`src/fpCmpPkg.sv`:
```
/*
  Shared definitions for the floating-point compare and classify unit.
  Holds the operation codes, the class mask bit positions and the
  field-width functions that size the IEEE 754 fields from WID.
*/

package fpCmpPkg;

  // ==========================================================================
  // operation codes
  // ==========================================================================
  typedef enum logic [2:0] {
    opEq    = 3'd0,   // a == b, answer in bit 0
    opLt    = 3'd1,   // a < b
    opLe    = 3'd2,   // a <= b
    opMin   = 3'd3,   // minimum of a and b
    opMax   = 3'd4,   // maximum of a and b
    opClass = 3'd5    // ten-class mask of a
  } fpOp_t;

  // ==========================================================================
  // class mask, one-hot
  // ==========================================================================
  localparam int classWidth   = 10;

  localparam int classNegInf  = 0;
  localparam int classNegNorm = 1;
  localparam int classNegSub  = 2;
  localparam int classNegZero = 3;
  localparam int classPosZero = 4;
  localparam int classPosSub  = 5;
  localparam int classPosNorm = 6;
  localparam int classPosInf  = 7;
  localparam int classSnan    = 8;   // signaling nan, sign ignored
  localparam int classQnan    = 9;   // quiet nan, sign ignored

  // ==========================================================================
  // field widths per format
  // ==========================================================================

  // exponent width, half / single / double
  function automatic int expWidth(input int wid);
    case (wid)
      16:      return 5;
      32:      return 8;
      64:      return 11;
      default: return 8;   // falls back to single
    endcase
  endfunction

  // stored mantissa width, hidden bit not counted
  function automatic int fracWidth(input int wid);
    case (wid)
      16:      return 10;
      32:      return 23;
      64:      return 52;
      default: return 23;
    endcase
  endfunction

endpackage

```
`src/fpClassify.sv`:
```
/*
  Ten-class classification of one decoded operand. Exactly one bit of the
  mask is set, at the positions given in the package. Combinational.
*/
`timescale 1ns/1ps

module fpClassify import fpCmpPkg::*; #(
  parameter int WID = 32
) (
  input  logic                  sgn,
  input  logic                  xz,     // exponent zero
  input  logic                  mz,     // mantissa zero
  input  logic                  xinf,   // exponent all ones
  input  logic                  snan,
  input  logic                  qnan,
  output logic [classWidth-1:0] classMask
);

  logic isZero;
  logic isSub;
  logic isNorm;
  logic isInf;

  // only half, single and double fields are decoded upstream
  if (WID != 16 && WID != 32 && WID != 64) begin : gUnsupported
    $error("fpClassify: unsupported width %0d", WID);
  end

  // ==========================================================================
  // value kind
  // ==========================================================================
  assign isZero = xz & mz;
  assign isSub  = xz & ~mz;           // subnormal, no hidden bit
  assign isNorm = ~xz & ~xinf;
  assign isInf  = xinf & mz;

  // ==========================================================================
  // one-hot mask
  // ==========================================================================
  always_comb begin
    classMask = '0;
    classMask[classNegInf]  = sgn & isInf;
    classMask[classNegNorm] = sgn & isNorm;
    classMask[classNegSub]  = sgn & isSub;
    classMask[classNegZero] = sgn & isZero;
    classMask[classPosZero] = ~sgn & isZero;
    classMask[classPosSub]  = ~sgn & isSub;
    classMask[classPosNorm] = ~sgn & isNorm;
    classMask[classPosInf]  = ~sgn & isInf;
    classMask[classSnan]    = snan;   // nans ignore the sign
    classMask[classQnan]    = qnan;
  end

endmodule

```
`src/fpCmpUnit.sv`:
```
/*
  Floating-point compare and classify unit, top level. Decodes a and b,
  compares and classifies in the same cycle and registers the selected
  result one clock after an inValid strobe. No back-pressure.
*/
`timescale 1ns/1ps

module fpCmpUnit import fpCmpPkg::*; #(
  parameter  int WID   = 32,          // 16, 32 or 64
  localparam int expW  = expWidth(WID),
  localparam int fracW = fracWidth(WID)
) (
  input  logic           clk,
  input  logic           rstN,
  input  logic           inValid,
  input  fpOp_t          op,
  input  logic [WID-1:0] a,
  input  logic [WID-1:0] b,
  output logic           outValid,
  output logic [WID-1:0] result,
  output logic           invalid
);

  // decoded a, also feeds the classifier
  logic             aSgn, aXz, aMz, aVz, aXinf, aQnan, aSnan, aNan;
  logic [expW-1:0]  aExp;
  logic [fracW-1:0] aMan;

  // decoded b
  logic             bSgn, bVz, bSnan, bNan;
  logic [expW-1:0]  bExp;
  logic [fracW-1:0] bMan;

  // execute to result stage
  logic                  lt, eq, le;
  logic [WID-1:0]        minVal, maxVal;
  logic                  cmpInvalid, ordInvalid, minMaxInvalid;
  logic [classWidth-1:0] classMask;

  // ==========================================================================
  // decode
  // ==========================================================================
  fpDecompose #(.WID(WID)) decA (
    .operand(a), .sgn(aSgn), .exp(aExp), .man(aMan), .fract(),
    .xz(aXz), .mz(aMz), .vz(aVz), .inf(), .xinf(aXinf),
    .qnan(aQnan), .snan(aSnan), .nan(aNan)
  );

  fpDecompose #(.WID(WID)) decB (
    .operand(b), .sgn(bSgn), .exp(bExp), .man(bMan), .fract(),
    .xz(), .mz(), .vz(bVz), .inf(), .xinf(),
    .qnan(), .snan(bSnan), .nan(bNan)
  );

  // ==========================================================================
  // execute
  // ==========================================================================
  fpCompare #(.WID(WID)) uCompare (
    .aSgn(aSgn), .aMag({aExp, aMan}), .aVz(aVz), .aNan(aNan), .aSnan(aSnan),
    .bSgn(bSgn), .bMag({bExp, bMan}), .bVz(bVz), .bNan(bNan), .bSnan(bSnan),
    .lt(lt), .eq(eq), .le(le), .minVal(minVal), .maxVal(maxVal),
    .cmpInvalid(cmpInvalid), .ordInvalid(ordInvalid), .minMaxInvalid(minMaxInvalid)
  );

  fpClassify #(.WID(WID)) uClassify (
    .sgn(aSgn), .xz(aXz), .mz(aMz), .xinf(aXinf),
    .snan(aSnan), .qnan(aQnan), .classMask(classMask)
  );

  // ==========================================================================
  // result, the only registered stage
  // ==========================================================================
  fpResult #(.WID(WID)) uResult (
    .clk(clk), .rstN(rstN), .inValid(inValid), .op(op),
    .lt(lt), .eq(eq), .le(le), .minVal(minVal), .maxVal(maxVal),
    .classMask(classMask), .cmpInvalid(cmpInvalid), .ordInvalid(ordInvalid),
    .minMaxInvalid(minMaxInvalid),
    .outValid(outValid), .result(result), .invalid(invalid)
  );

endmodule

```
`src/fpCompare.sv`:
```
/*
  Ordered compares, minimum and maximum of two decoded operands.
  Magnitude is exponent and mantissa concatenated, so an unsigned compare
  orders finite values and infinities. Produces the invalid conditions
  for each operation group. Purely combinational.
*/
`timescale 1ns/1ps

module fpCompare import fpCmpPkg::*; #(
  parameter  int WID   = 32,
  localparam int expW  = expWidth(WID),
  localparam int fracW = fracWidth(WID)
) (
  input  logic           aSgn,
  input  logic [WID-2:0] aMag,          // exponent and mantissa of a
  input  logic           aVz,
  input  logic           aNan,
  input  logic           aSnan,
  input  logic           bSgn,
  input  logic [WID-2:0] bMag,
  input  logic           bVz,
  input  logic           bNan,
  input  logic           bSnan,
  output logic           lt,
  output logic           eq,
  output logic           le,
  output logic [WID-1:0] minVal,
  output logic [WID-1:0] maxVal,
  output logic           cmpInvalid,    // for eq
  output logic           ordInvalid,    // for lt and le
  output logic           minMaxInvalid  // for min and max
);

  logic           bothZero;   // +-0 against +-0
  logic           anyNan;
  logic           anySnan;
  logic           magLt;      // |a| < |b|
  logic           magGt;      // |a| > |b|
  logic           magEq;
  logic           rawLt;      // ordering ignoring nans
  logic           rawEq;
  logic           aBelow;     // a goes to minVal, with -0 below +0
  logic [WID-1:0] aVal;
  logic [WID-1:0] bVal;
  logic [WID-1:0] canonNan;

  // ==========================================================================
  // ordering
  // ==========================================================================
  assign bothZero = aVz & bVz;
  assign anyNan   = aNan | bNan;
  assign anySnan  = aSnan | bSnan;

  assign magLt = aMag < bMag;
  assign magGt = aMag > bMag;
  assign magEq = aMag == bMag;

  // two zeros are equal whatever their signs
  assign rawEq = bothZero | ((aSgn == bSgn) & magEq);

  always_comb begin
    if (bothZero) begin
      rawLt = 1'b0;
    end else if (aSgn != bSgn) begin
      rawLt = aSgn;                 // negative a sits below positive b
    end else if (!aSgn) begin
      rawLt = magLt;                // both positive
    end else begin
      rawLt = magGt;                // both negative, larger magnitude is smaller
    end
  end

  // a nan operand is unordered, every answer drops to 0
  assign eq = rawEq & ~anyNan;
  assign lt = rawLt & ~anyNan;
  assign le = (rawLt | rawEq) & ~anyNan;

  // ==========================================================================
  // minimum and maximum
  // ==========================================================================
  assign aVal = {aSgn, aMag};
  assign bVal = {bSgn, bMag};

  // quiet nan, sign 0, only the top mantissa bit set
  assign canonNan = {1'b0, {expW{1'b1}}, 1'b1, {(fracW-1){1'b0}}};

  // signed zeros break the tie here and only here
  assign aBelow = rawLt | (bothZero & aSgn & ~bSgn);

  always_comb begin
    if (aNan & bNan) begin
      minVal = canonNan;
      maxVal = canonNan;
    end else if (aNan) begin
      minVal = bVal;                // one nan, hand back the number
      maxVal = bVal;
    end else if (bNan) begin
      minVal = aVal;
      maxVal = aVal;
    end else if (aBelow) begin
      minVal = aVal;
      maxVal = bVal;
    end else begin
      minVal = bVal;                // equal values land here too
      maxVal = aVal;
    end
  end

  // ==========================================================================
  // invalid conditions
  // ==========================================================================
  assign cmpInvalid    = anySnan;   // quiet eq, only snan traps
  assign ordInvalid    = anyNan;    // signaling lt/le, any nan traps
  assign minMaxInvalid = anySnan;

endmodule

```
`src/fpDecompose.sv`:
```
/*
  Splits one IEEE 754 operand into sign, exponent and mantissa, recovers
  the hidden bit and flags the special values. Purely combinational,
  one instance per operand.
*/
`timescale 1ns/1ps

module fpDecompose import fpCmpPkg::*; #(
  parameter  int WID   = 32,
  localparam int expW  = expWidth(WID),
  localparam int fracW = fracWidth(WID)
) (
  input  logic [WID-1:0]   operand,
  output logic             sgn,
  output logic [expW-1:0]  exp,
  output logic [fracW-1:0] man,
  output logic [fracW:0]   fract,   // mantissa with hidden bit restored
  output logic             xz,      // exponent is zero
  output logic             mz,      // mantissa is zero
  output logic             vz,      // value is zero
  output logic             inf,     // infinity
  output logic             xinf,    // exponent all ones
  output logic             qnan,    // quiet nan
  output logic             snan,    // signaling nan
  output logic             nan      // either kind of nan
);

  // ==========================================================================
  // field split
  // ==========================================================================
  assign sgn = operand[WID-1];
  assign exp = operand[WID-2 -: expW];
  assign man = operand[fracW-1:0];

  // hidden bit is one unless the number is subnormal or zero
  assign fract = {~xz, man};

  // ==========================================================================
  // special-value flags
  // ==========================================================================
  assign xz   = ~|exp;
  assign mz   = ~|man;
  assign vz   = xz & mz;            // +0 or -0
  assign xinf = &exp;

  assign inf  = xinf & mz;          // all ones exponent, empty mantissa
  assign nan  = xinf & ~mz;

  // top mantissa bit picks quiet vs signaling
  assign qnan = xinf &  man[fracW-1];
  assign snan = xinf & ~man[fracW-1] & ~mz;

endmodule

```
`src/fpResult.sv`:
```
/*
  Result stage. Picks the answer and the invalid condition that match the
  operation and registers them on a strobe. outValid follows inValid one
  clock later, result and invalid hold between strobes.
*/
`timescale 1ns/1ps

module fpResult import fpCmpPkg::*; #(
  parameter int WID = 32
) (
  input  logic                  clk,
  input  logic                  rstN,
  input  logic                  inValid,
  input  fpOp_t                 op,
  input  logic                  lt,
  input  logic                  eq,
  input  logic                  le,
  input  logic [WID-1:0]        minVal,
  input  logic [WID-1:0]        maxVal,
  input  logic [classWidth-1:0] classMask,
  input  logic                  cmpInvalid,
  input  logic                  ordInvalid,
  input  logic                  minMaxInvalid,
  output logic                  outValid,
  output logic [WID-1:0]        result,
  output logic                  invalid
);

  logic [WID-1:0] selResult;
  logic           selInvalid;

  // ==========================================================================
  // operation select
  // ==========================================================================
  always_comb begin
    selResult  = '0;                  // compares use bit 0 only
    selInvalid = 1'b0;
    case (op)
      opEq:    begin selResult[0] = eq; selInvalid = cmpInvalid; end
      opLt:    begin selResult[0] = lt; selInvalid = ordInvalid; end
      opLe:    begin selResult[0] = le; selInvalid = ordInvalid; end
      opMin:   begin selResult = minVal; selInvalid = minMaxInvalid; end
      opMax:   begin selResult = maxVal; selInvalid = minMaxInvalid; end
      opClass: selResult = {{(WID-classWidth){1'b0}}, classMask};  // never invalid
      default: ;
    endcase
  end

  // ==========================================================================
  // output registers
  // ==========================================================================
  always_ff @(posedge clk) begin
    if (!rstN) begin
      outValid <= 1'b0;
      result   <= '0;
      invalid  <= 1'b0;
    end else begin
      outValid <= inValid;            // strobe every cycle
      if (inValid) begin
        result  <= selResult;
        invalid <= selInvalid;
      end
    end
  end

endmodule

```
`config.mk`:
```
export PLATFORM = sky130hd
export DESIGN_NAME = fpCmpUnit
export DESIGN_NICKNAME = d
export VERILOG_FILES = /design/src/fpCmpPkg.sv /design/src/fpClassify.sv /design/src/fpCmpUnit.sv /design/src/fpCompare.sv /design/src/fpDecompose.sv /design/src/fpResult.sv
export SDC_FILE = /design/constraint.sdc
export NUM_CORES = 1
export LEC_CHECK = 0
export BUFFER_PORTS_ARGS = -buffer_cell sky130_fd_sc_hd__buf_4
export CORE_ASPECT_RATIO = 1.75
export CORE_MARGIN = 3
export CORE_UTILIZATION = 37
export CTS_CLUSTER_SIZE = 40
export DETAILED_ROUTE_END_ITERATION = 10
export SYNTH_ARGS = -nofsm -noshare
export SYNTH_HDL_FRONTEND = slang
export SYNTH_SLANG_ARGS = --single-unit
```
`constraint.sdc`:
```
create_clock -name clk -period 2.5 [get_ports clk]
set_input_delay 0.125 -clock clk [delete_from_list [all_inputs] [get_ports clk]]
set_output_delay 0.125 -clock clk [all_outputs]
set_load 0.005 [all_outputs]
```
======== Yosys cells after proc, flatten, opt, wreduce, memory -nomap -nowiden ========
Index checks and enable logic that the tools add are counted.
storage, ports and cells
  output and inout port bits .............. 34
  register bits ........................... 34
  input bits .............................. 70
  word-level logic and storage cells ...... 79
operators by class
  equality and inequality tests ........... 8
  reductions and logical operators ........ 13
  multiplexer cells ....................... 14
  $lt $le $gt $ge ......................... 2
  bitwise gates (word level) .............. 39
operators by type and width
  operator                                        count
  two-way mux 32 bit                              8
  case mux 31 bit (3 select lines)                1
  OR reduction 23 bit                             2
  == test 31 bit                                  1
  > comparator 31 bit                             1
  < comparator 31 bit                             1
  bitwise AND 1 bit                               28
  AND reduction 8 bit                             2
  OR reduction 8 bit                              2
  == test 3 x 2 -> 1 bit (second input constant)  2
  == test 3 bit (second input constant)           2
  inverter 1 bit                                  6
  case mux 1 bit (6 select lines)                 1
  OR 1 bit                                        5
  zero test 1 bit                                 4
  == test 3 x 1 -> 1 bit (second input constant)  1
  zero test 3 bit                                 1
  two-way mux 1 bit                               3
  OR reduction 3 bit                              1
  case mux 1 bit (2 select lines)                 1
  OR reduction 2 bit                              1
  == test 1 bit                                   1
  != test 1 bit                                   1

======== Longest topological paths before layout ========
  depth in word-level cells ............... 12
  depth in mapped cells ................... 12
  mapped depth without buffers ............ 11

======== Hierarchy ========
A second synthesis with hierarchy kept.
second synthesis, totals
  cell total of the unflattened synthesis .. 602
  area, all modules ....................... 4877.2 sq um
modules (own cells, without submodules)
  module       seq. area each (sq um)  cells each  area an instance (sq um)  instances
  fpCompare    0.0                     250         1976.9                    1
  fpResult     680.7                   186         1675.4                    1
  fpDecompose  0.0                     78          569.3                     2
  fpClassify   0.0                     10          86.3                      1

======== Worst setup path after synthesis ========
Ideal clock, no wire load.
  path type ............................... input-to-reg
  from .................................... input port b[30]
  to ...................................... register uResult.result[6]
  path buffers ............................ 1
  arrival ................................. 2.483 ns
  cell stages on the path ................. 12
  setup slack ............................. -0.104 ns
  data required time ...................... 2.378 ns
  setup time .............................. 0.122 ns
  cells stage by stage .................... inv_1 ha_1 nand4_1 nor4_2 inv_1 a31oi_1 nor4_2 or2_4 a221oi_2 a2111oi_4 buf_6 a221o_1
between the ends
  longest elaborated chain between the ends .. 12
  elaborated cells on any way between the ends .. 24
  those cells by class .................... order compare: 2; mux: 12; bitwise: 7; reduce/logical: 3
RTL lines
  what                                                                          RTL line         text
  start: declaration                                                            fpCmpUnit.sv:18  input logic [WID-1:0] b,
  parallel branches: the longest is 11 deep, another holds < comparator 31 bit  -
  case mux 31 bit (3 select lines) *                                            fpResult.sv:38   case (op)
  end signal: assignment                                                        fpResult.sv:60   result <= selResult;
  end: declaration                                                              fpResult.sv:25   output logic [WID-1:0] result,
Every way passes the cells marked *.
A chain may end at the register's enable or synchronous reset.

======== Worst setup path in the final report ========
  from .................................... input port b[2]
  to ...................................... register uResult.result[18]
between the ends
  longest elaborated chain between the ends .. 12
  elaborated cells on any way between the ends .. 23
  those cells by class .................... order compare: 2; mux: 12; bitwise: 7; reduce/logical: 2
RTL lines
  what                                                                          RTL line
  parallel branches: the longest is 11 deep, another holds < comparator 31 bit  -
  case mux 31 bit (3 select lines) *                                            fpResult.sv:38
Marked as above.

==> report_table.html <==
<table>
<tr><th>Metric</th><th>Value</th></tr>
<tr><th colspan="2">Status</th></tr>
<tr><td>Outcome</td><td>finished with violations</td></tr>
<tr><td>Violations in the final reports</td><td>setup timing</td></tr>
<tr><th colspan="2">Clocking</th></tr>
<tr><td>Maximum buffer depth of the clock tree</td><td>2</td></tr>
<tr><td>Sinks on Clock Net</td><td>34</td></tr>
<tr><td>Clock network latency to the later pin of the worst-skew pair</td><td>280 ps</td></tr>
<tr><td>Clock buffers created by TritonCTS</td><td>5</td></tr>
<tr><td>Root buffer selected by CTS</td><td>sky130_fd_sc_hd__clkbuf_16</td></tr>
<tr><td>Clock-pin slew reported for the worst setup and hold paths after clock tree synthesis</td><td>50 ps</td></tr>
<tr><td>H-tree depth reported by CTS</td><td>2</td></tr>
<tr><td>CTS tree</td><td>yes</td></tr>
<tr><th colspan="2">Setup path</th></tr>
<tr><td>Critical path data required time</td><td>2730 ps</td></tr>
<tr><td>Worst EP arrival</td><td>2770 ps</td></tr>
<tr><td>Crit Path Max Fanout</td><td>12</td></tr>
<tr><td>Classification of the worst setup path</td><td>primary input to flop</td></tr>
<tr><td>Cell depth of the worst flop-to-flop path</td><td>3</td></tr>
<tr><td>Critical Path End Type</td><td>flop</td></tr>
<tr><td>Element type at the critical path start</td><td>primary input</td></tr>
<tr><th colspan="2">Layout</th></tr>
<tr><td>Post-route standard cell area excluding fillers</td><td>5030 um2</td></tr>
<tr><td>Ratio of cells with drive above 1 in the final layout</td><td>0.476</td></tr>
<tr><td>Ant. Diodes</td><td>0</td></tr>
<tr><td>Layout Cells excl Fill</td><td>638</td></tr>
<tr><td>Area growth syn-to-layout</td><td>74.0%</td></tr>
<tr><td>Number of nets in the layout</td><td>654</td></tr>
<tr><th colspan="2">Floorplan</th></tr>
<tr><td>Number of rows in the core area</td><td>42</td></tr>
<tr><td>Die height</td><td>123 um</td></tr>
<tr><td>Die ar.</td><td>8950 um2</td></tr>
<tr><td>Initial standard-cell utilization of the core</td><td>0.382</td></tr>
<tr><td>Floorplan Core Area</td><td>7570 um2</td></tr>
<tr><td>I/O pins</td><td>104</td></tr>
<tr><td>Die width</td><td>72.8 um</td></tr>
<tr><th colspan="2">Global routing</th></tr>
<tr><td>Global-route wire length before repair</td><td>17400 um</td></tr>
<tr><td>Antenna violations before repair</td><td>0</td></tr>
<tr><td>Met2 usage in global routing</td><td>0.480</td></tr>
<tr><td>Met1 Track Usage GR</td><td>0.252</td></tr>
<tr><td>Pin count of the biggest net entering global routing</td><td>22</td></tr>
<tr><td>Most utilized layer in the global route result</td><td>met2</td></tr>
<tr><td>Total Routing Usage GR</td><td>0.252</td></tr>
<tr><td>Vias in the first global route</td><td>3686</td></tr>
<tr><td>Met3 Use GR</td><td>0.0382</td></tr>
<tr><td>GRT overflow</td><td>0</td></tr>
<tr><th colspan="2">Place</th></tr>
<tr><td>Final HPWL DP</td><td>9020 um</td></tr>
<tr><td>Number of cells after detailed placement</td><td>617</td></tr>
<tr><td>Placement Cell Area</td><td>4370 um2</td></tr>
<tr><td>Number of input and output port buffers inserted</td><td>103</td></tr>
<tr><td>Final RePlAce weighted congestion</td><td>0.947</td></tr>
<tr><th colspan="2">Timing</th></tr>
<tr><td>Clock period minus worst slack</td><td>2540 ps</td></tr>
<tr><td>RSZ-0062 raised after global routing</td><td>yes</td></tr>
<tr><td>Maximum clock frequency</td><td>393 MHz</td></tr>
<tr><td>Worst clock skew on the final layout</td><td>0 ps</td></tr>
<tr><td>Ratio of final minimum period to clock period</td><td>1.02</td></tr>
<tr><td>Final slew viol count</td><td>0</td></tr>
<tr><td>Headroom to the max-slew limit</td><td>0.732</td></tr>
<tr><td>Final Hold Viols</td><td>0</td></tr>
<tr><td>Pin slew with the least headroom to its limit</td><td>398 ps</td></tr>
<tr><td>Final worst setup slack</td><td>-42.1 ps</td></tr>
<tr><td>Final setup violation count</td><td>29</td></tr>
<tr><td>Setup TNS</td><td>-731 ps</td></tr>
<tr><th colspan="2">Synthesis</th></tr>
<tr><td>Area fraction in compound gates after synthesis</td><td>0.319</td></tr>
<tr><td>Cell area after synthesis</td><td>2890 um2</td></tr>
<tr><td>Number of synthesized flops with an enable pin</td><td>0</td></tr>
<tr><td>Gate count of the mapped netlist</td><td>355</td></tr>
<tr><td>Post-synthesis register bit count</td><td>34</td></tr>
<tr><td>Synth Flop Type</td><td>sky130_fd_sc_hd__dfxtp_1</td></tr>
<tr><td>Share of synthesized flip-flops with an asynchronous set or reset</td><td>0</td></tr>
<tr><td>Simple-gate share of the synthesized area</td><td>0.225</td></tr>
<tr><td>Main combinational cell family by area after synthesis</td><td>compound AO/OA/AOI/OAI gates</td></tr>
<tr><td>Sequential area share after synthesis</td><td>0.235</td></tr>
<tr><td>Adder-Cell Fraction of Synth Area</td><td>0.143</td></tr>
<tr><td>Multiplexer fraction of the synthesized cell area</td><td>0.00346</td></tr>
<tr><td>Syn. warnings</td><td>0</td></tr>
<tr><td>Xor/xnor cell area share of the yosys netlist</td><td>0.00303</td></tr>
<tr><td>Net count after synthesis</td><td>458</td></tr>
<tr><td>Number of unique standard cell types used by synthesis</td><td>54</td></tr>
<tr><td>Avg Cell Area, Syn</td><td>8.14 um2</td></tr>
<tr><th colspan="2">Route</th></tr>
<tr><td>Post-detailed-route count of antenna-violating nets</td><td>0</td></tr>
<tr><td>Detail-routed net length per standard cell</td><td>17.9 um</td></tr>
<tr><td>Drc violations</td><td>0</td></tr>
<tr><td>Initial DRT Pass Iterations</td><td>4</td></tr>
<tr><td>Initial DRC count</td><td>230</td></tr>
<tr><td>Via total after detailed routing</td><td>3621</td></tr>
<tr><td>Total wirelength of the detailed-routed design</td><td>11400 um</td></tr>
<tr><td>Via-to-Cell Ratio</td><td>5.68</td></tr>
<tr><th colspan="2">Power and ir drop</th></tr>
<tr><td>Total power divided by cell area</td><td>344 nW/um2</td></tr>
<tr><td>Static leakage</td><td>2.41 nW</td></tr>
<tr><td>Peak ir drop on the vdd network</td><td>303 uV</td></tr>
<tr><td>Total Power</td><td>1.73 mW</td></tr>
<tr><th colspan="2">Worst hold path</th></tr>
<tr><td>Hold-critical path depth</td><td>2</td></tr>
<tr><td>Tightest Hold Check Type</td><td>primary input to flop</td></tr>
<tr><th colspan="2">Flow run</th></tr>
<tr><td>Max-cap violations</td><td>0</td></tr>
</table>
## critical path, cell delays in order
cell                      delay (ps)
sky130_fd_sc_hd__buf_4           130
sky130_fd_sc_hd__inv_1            80
sky130_fd_sc_hd__ha_4            210
sky130_fd_sc_hd__a21oi_2         180
sky130_fd_sc_hd__a21oi_2          90
sky130_fd_sc_hd__o31ai_4         300
sky130_fd_sc_hd__a31oi_4         140
sky130_fd_sc_hd__buf_4           160
sky130_fd_sc_hd__or4bb_1         490
sky130_fd_sc_hd__o211a_1         170
sky130_fd_sc_hd__a21oi_4         270
sky130_fd_sc_hd__buf_6           210
sky130_fd_sc_hd__a22o_1          150
sky130_fd_sc_hd__a21o_1           80
## layer usage
metal | up-vias | wire (um) | share of wire
met5 | - | 0 | 0
met4 | 0 | 591 | 0.052
met3 | 44 | 483 | 0.042
met2 | 116 | 6370 | 0.56
met1 | 1719 | 3970 | 0.35
li1 | 1742 | - | -
## report_power, final
| group | leakage (nW) | switching, mW | total, mW | internal [mW] |
|---|---|---|---|---|
| combinational | 2.07 | 0.258 | 0.543 | 0.286 |
| sequential | 0.275 | 0.00637 | 0.559 | 0.552 |
| clock | 0.0688 | 0.242 | 0.627 | 0.385 |
| total | 2.41 | 0.506 | 1.73 | 1.22 |
## flip-flops by register name (all words and copies together) (netlist names)
signal	count
uResult.result	32
uResult.invalid	1
uResult.outValid	1
## placed cells by master, fill, tap and decap left out, types with 14 or more instances in the layout
cell,count
sky130_fd_sc_hd__buf_6,18
sky130_fd_sc_hd__inv_1,26
sky130_fd_sc_hd__dfxtp_1,34
sky130_fd_sc_hd__nand2_1,29
sky130_fd_sc_hd__buf_4,177
sky130_fd_sc_hd__ha_4,15
sky130_fd_sc_hd__a21oi_1,14
sky130_fd_sc_hd__ha_1,18
sky130_fd_sc_hd__a22o_1,26
sky130_fd_sc_hd__a21o_1,18
sky130_fd_sc_hd__nor2_1,18
sky130_fd_sc_hd__nand4_1,14
## metrics by stage
stage	util	setup slack [ps]	hold WS, ps
floorplan	-	37.7	235
global placement	0.578	-400	356
finish	0.665	-42.1	72.1
CTS	0.650	-3.28	67.8
global route	0.665	-192	80.1
detailed placement	0.578	-441	358
## final timing paths
| check | from | end | slack (ps) |
|---|---|---|---|
| min reg2reg | uResult.invalid | uResult.invalid | 490 |
| max reg2reg | uResult.result[6] | uResult.result[6] | 1530 |
| min | b[3] | uResult.result[3] | 70 |
| max | b[2] | uResult.result[18] | -40 |
## repair_timing
| item | CTS | global route |
|---|---|---|
| pin swaps | 5 | 22 |
| setup buffers | 11 | 3 |
| cloned | 1 | 1 |
| hold buffers | 0 | 0 |
| gates resized for setup | 55 | 25 |
| endpoints found under the setup margin | 30 | 31 |
## layout make-up
| cell class | instances | area (um2) |
|---|---|---|
| Multi-Input combinational cell | 271 | 2330 |
| Fill cell | 648 | 2540 |
| Sequential cell | 34 | 681 |
| Tap cell | 88 | 110 |
| Timing Repair Buffer | 201 | 1620 |
| Inverter | 38 | 158 |
| Clock buffer | 6 | 139 |
## cells in the mapped netlist, types with 2 or more instances
library cell / instances / area, um2
sky130_fd_sc_hd__a21oi_1: 17 / 85.1
sky130_fd_sc_hd__nand2_1: 29 / 109
sky130_fd_sc_hd__or2_2: 3 / 18.8
sky130_fd_sc_hd__nand4_1: 14 / 87.6
sky130_fd_sc_hd__nand3_1: 9 / 45.0
sky130_fd_sc_hd__nor2_1: 18 / 67.6
sky130_fd_sc_hd__nor3_1: 7 / 35.0
sky130_fd_sc_hd__a221o_1: 5 / 50.1
sky130_fd_sc_hd__ha_1: 33 / 413
sky130_fd_sc_hd__clkbuf_1: 6 / 22.5
sky130_fd_sc_hd__o31ai_1: 2 / 15.0
sky130_fd_sc_hd__nor4_2: 4 / 50.1
sky130_fd_sc_hd__and3_1: 2 / 12.5
sky130_fd_sc_hd__nand2b_1: 3 / 18.8
sky130_fd_sc_hd__o221ai_1: 2 / 17.5
sky130_fd_sc_hd__a31o_1: 8 / 70.1
sky130_fd_sc_hd__o32ai_1: 2 / 17.5
sky130_fd_sc_hd__nor4_1: 13 / 81.3
sky130_fd_sc_hd__buf_2: 3 / 15.0
sky130_fd_sc_hd__a22o_1: 26 / 228
sky130_fd_sc_hd__a31oi_1: 4 / 25.0
sky130_fd_sc_hd__a21boi_0: 4 / 30.0
sky130_fd_sc_hd__a211oi_1: 2 / 15.0
sky130_fd_sc_hd__nor2b_1: 6 / 37.5
sky130_fd_sc_hd__o21ai_1: 5 / 25.0
sky130_fd_sc_hd__a21o_1: 18 / 135
sky130_fd_sc_hd__a32oi_1: 2 / 17.5
sky130_fd_sc_hd__o21ai_0: 9 / 45.0
sky130_fd_sc_hd__dfxtp_1: 34 / 681
sky130_fd_sc_hd__and2_1: 3 / 18.8
sky130_fd_sc_hd__buf_6: 2 / 22.5
sky130_fd_sc_hd__inv_1: 38 / 143
## cell families after synthesis
family,after synthesis
adders and majority gates,33
AOI/OAI and AO/OA,119
DFF,34
xor gates and xnor gates,1
buffers and inverters,50
and+or+nand+nor,117
muxes,1
Note: power is estimated with default switching activity, not from simulation.
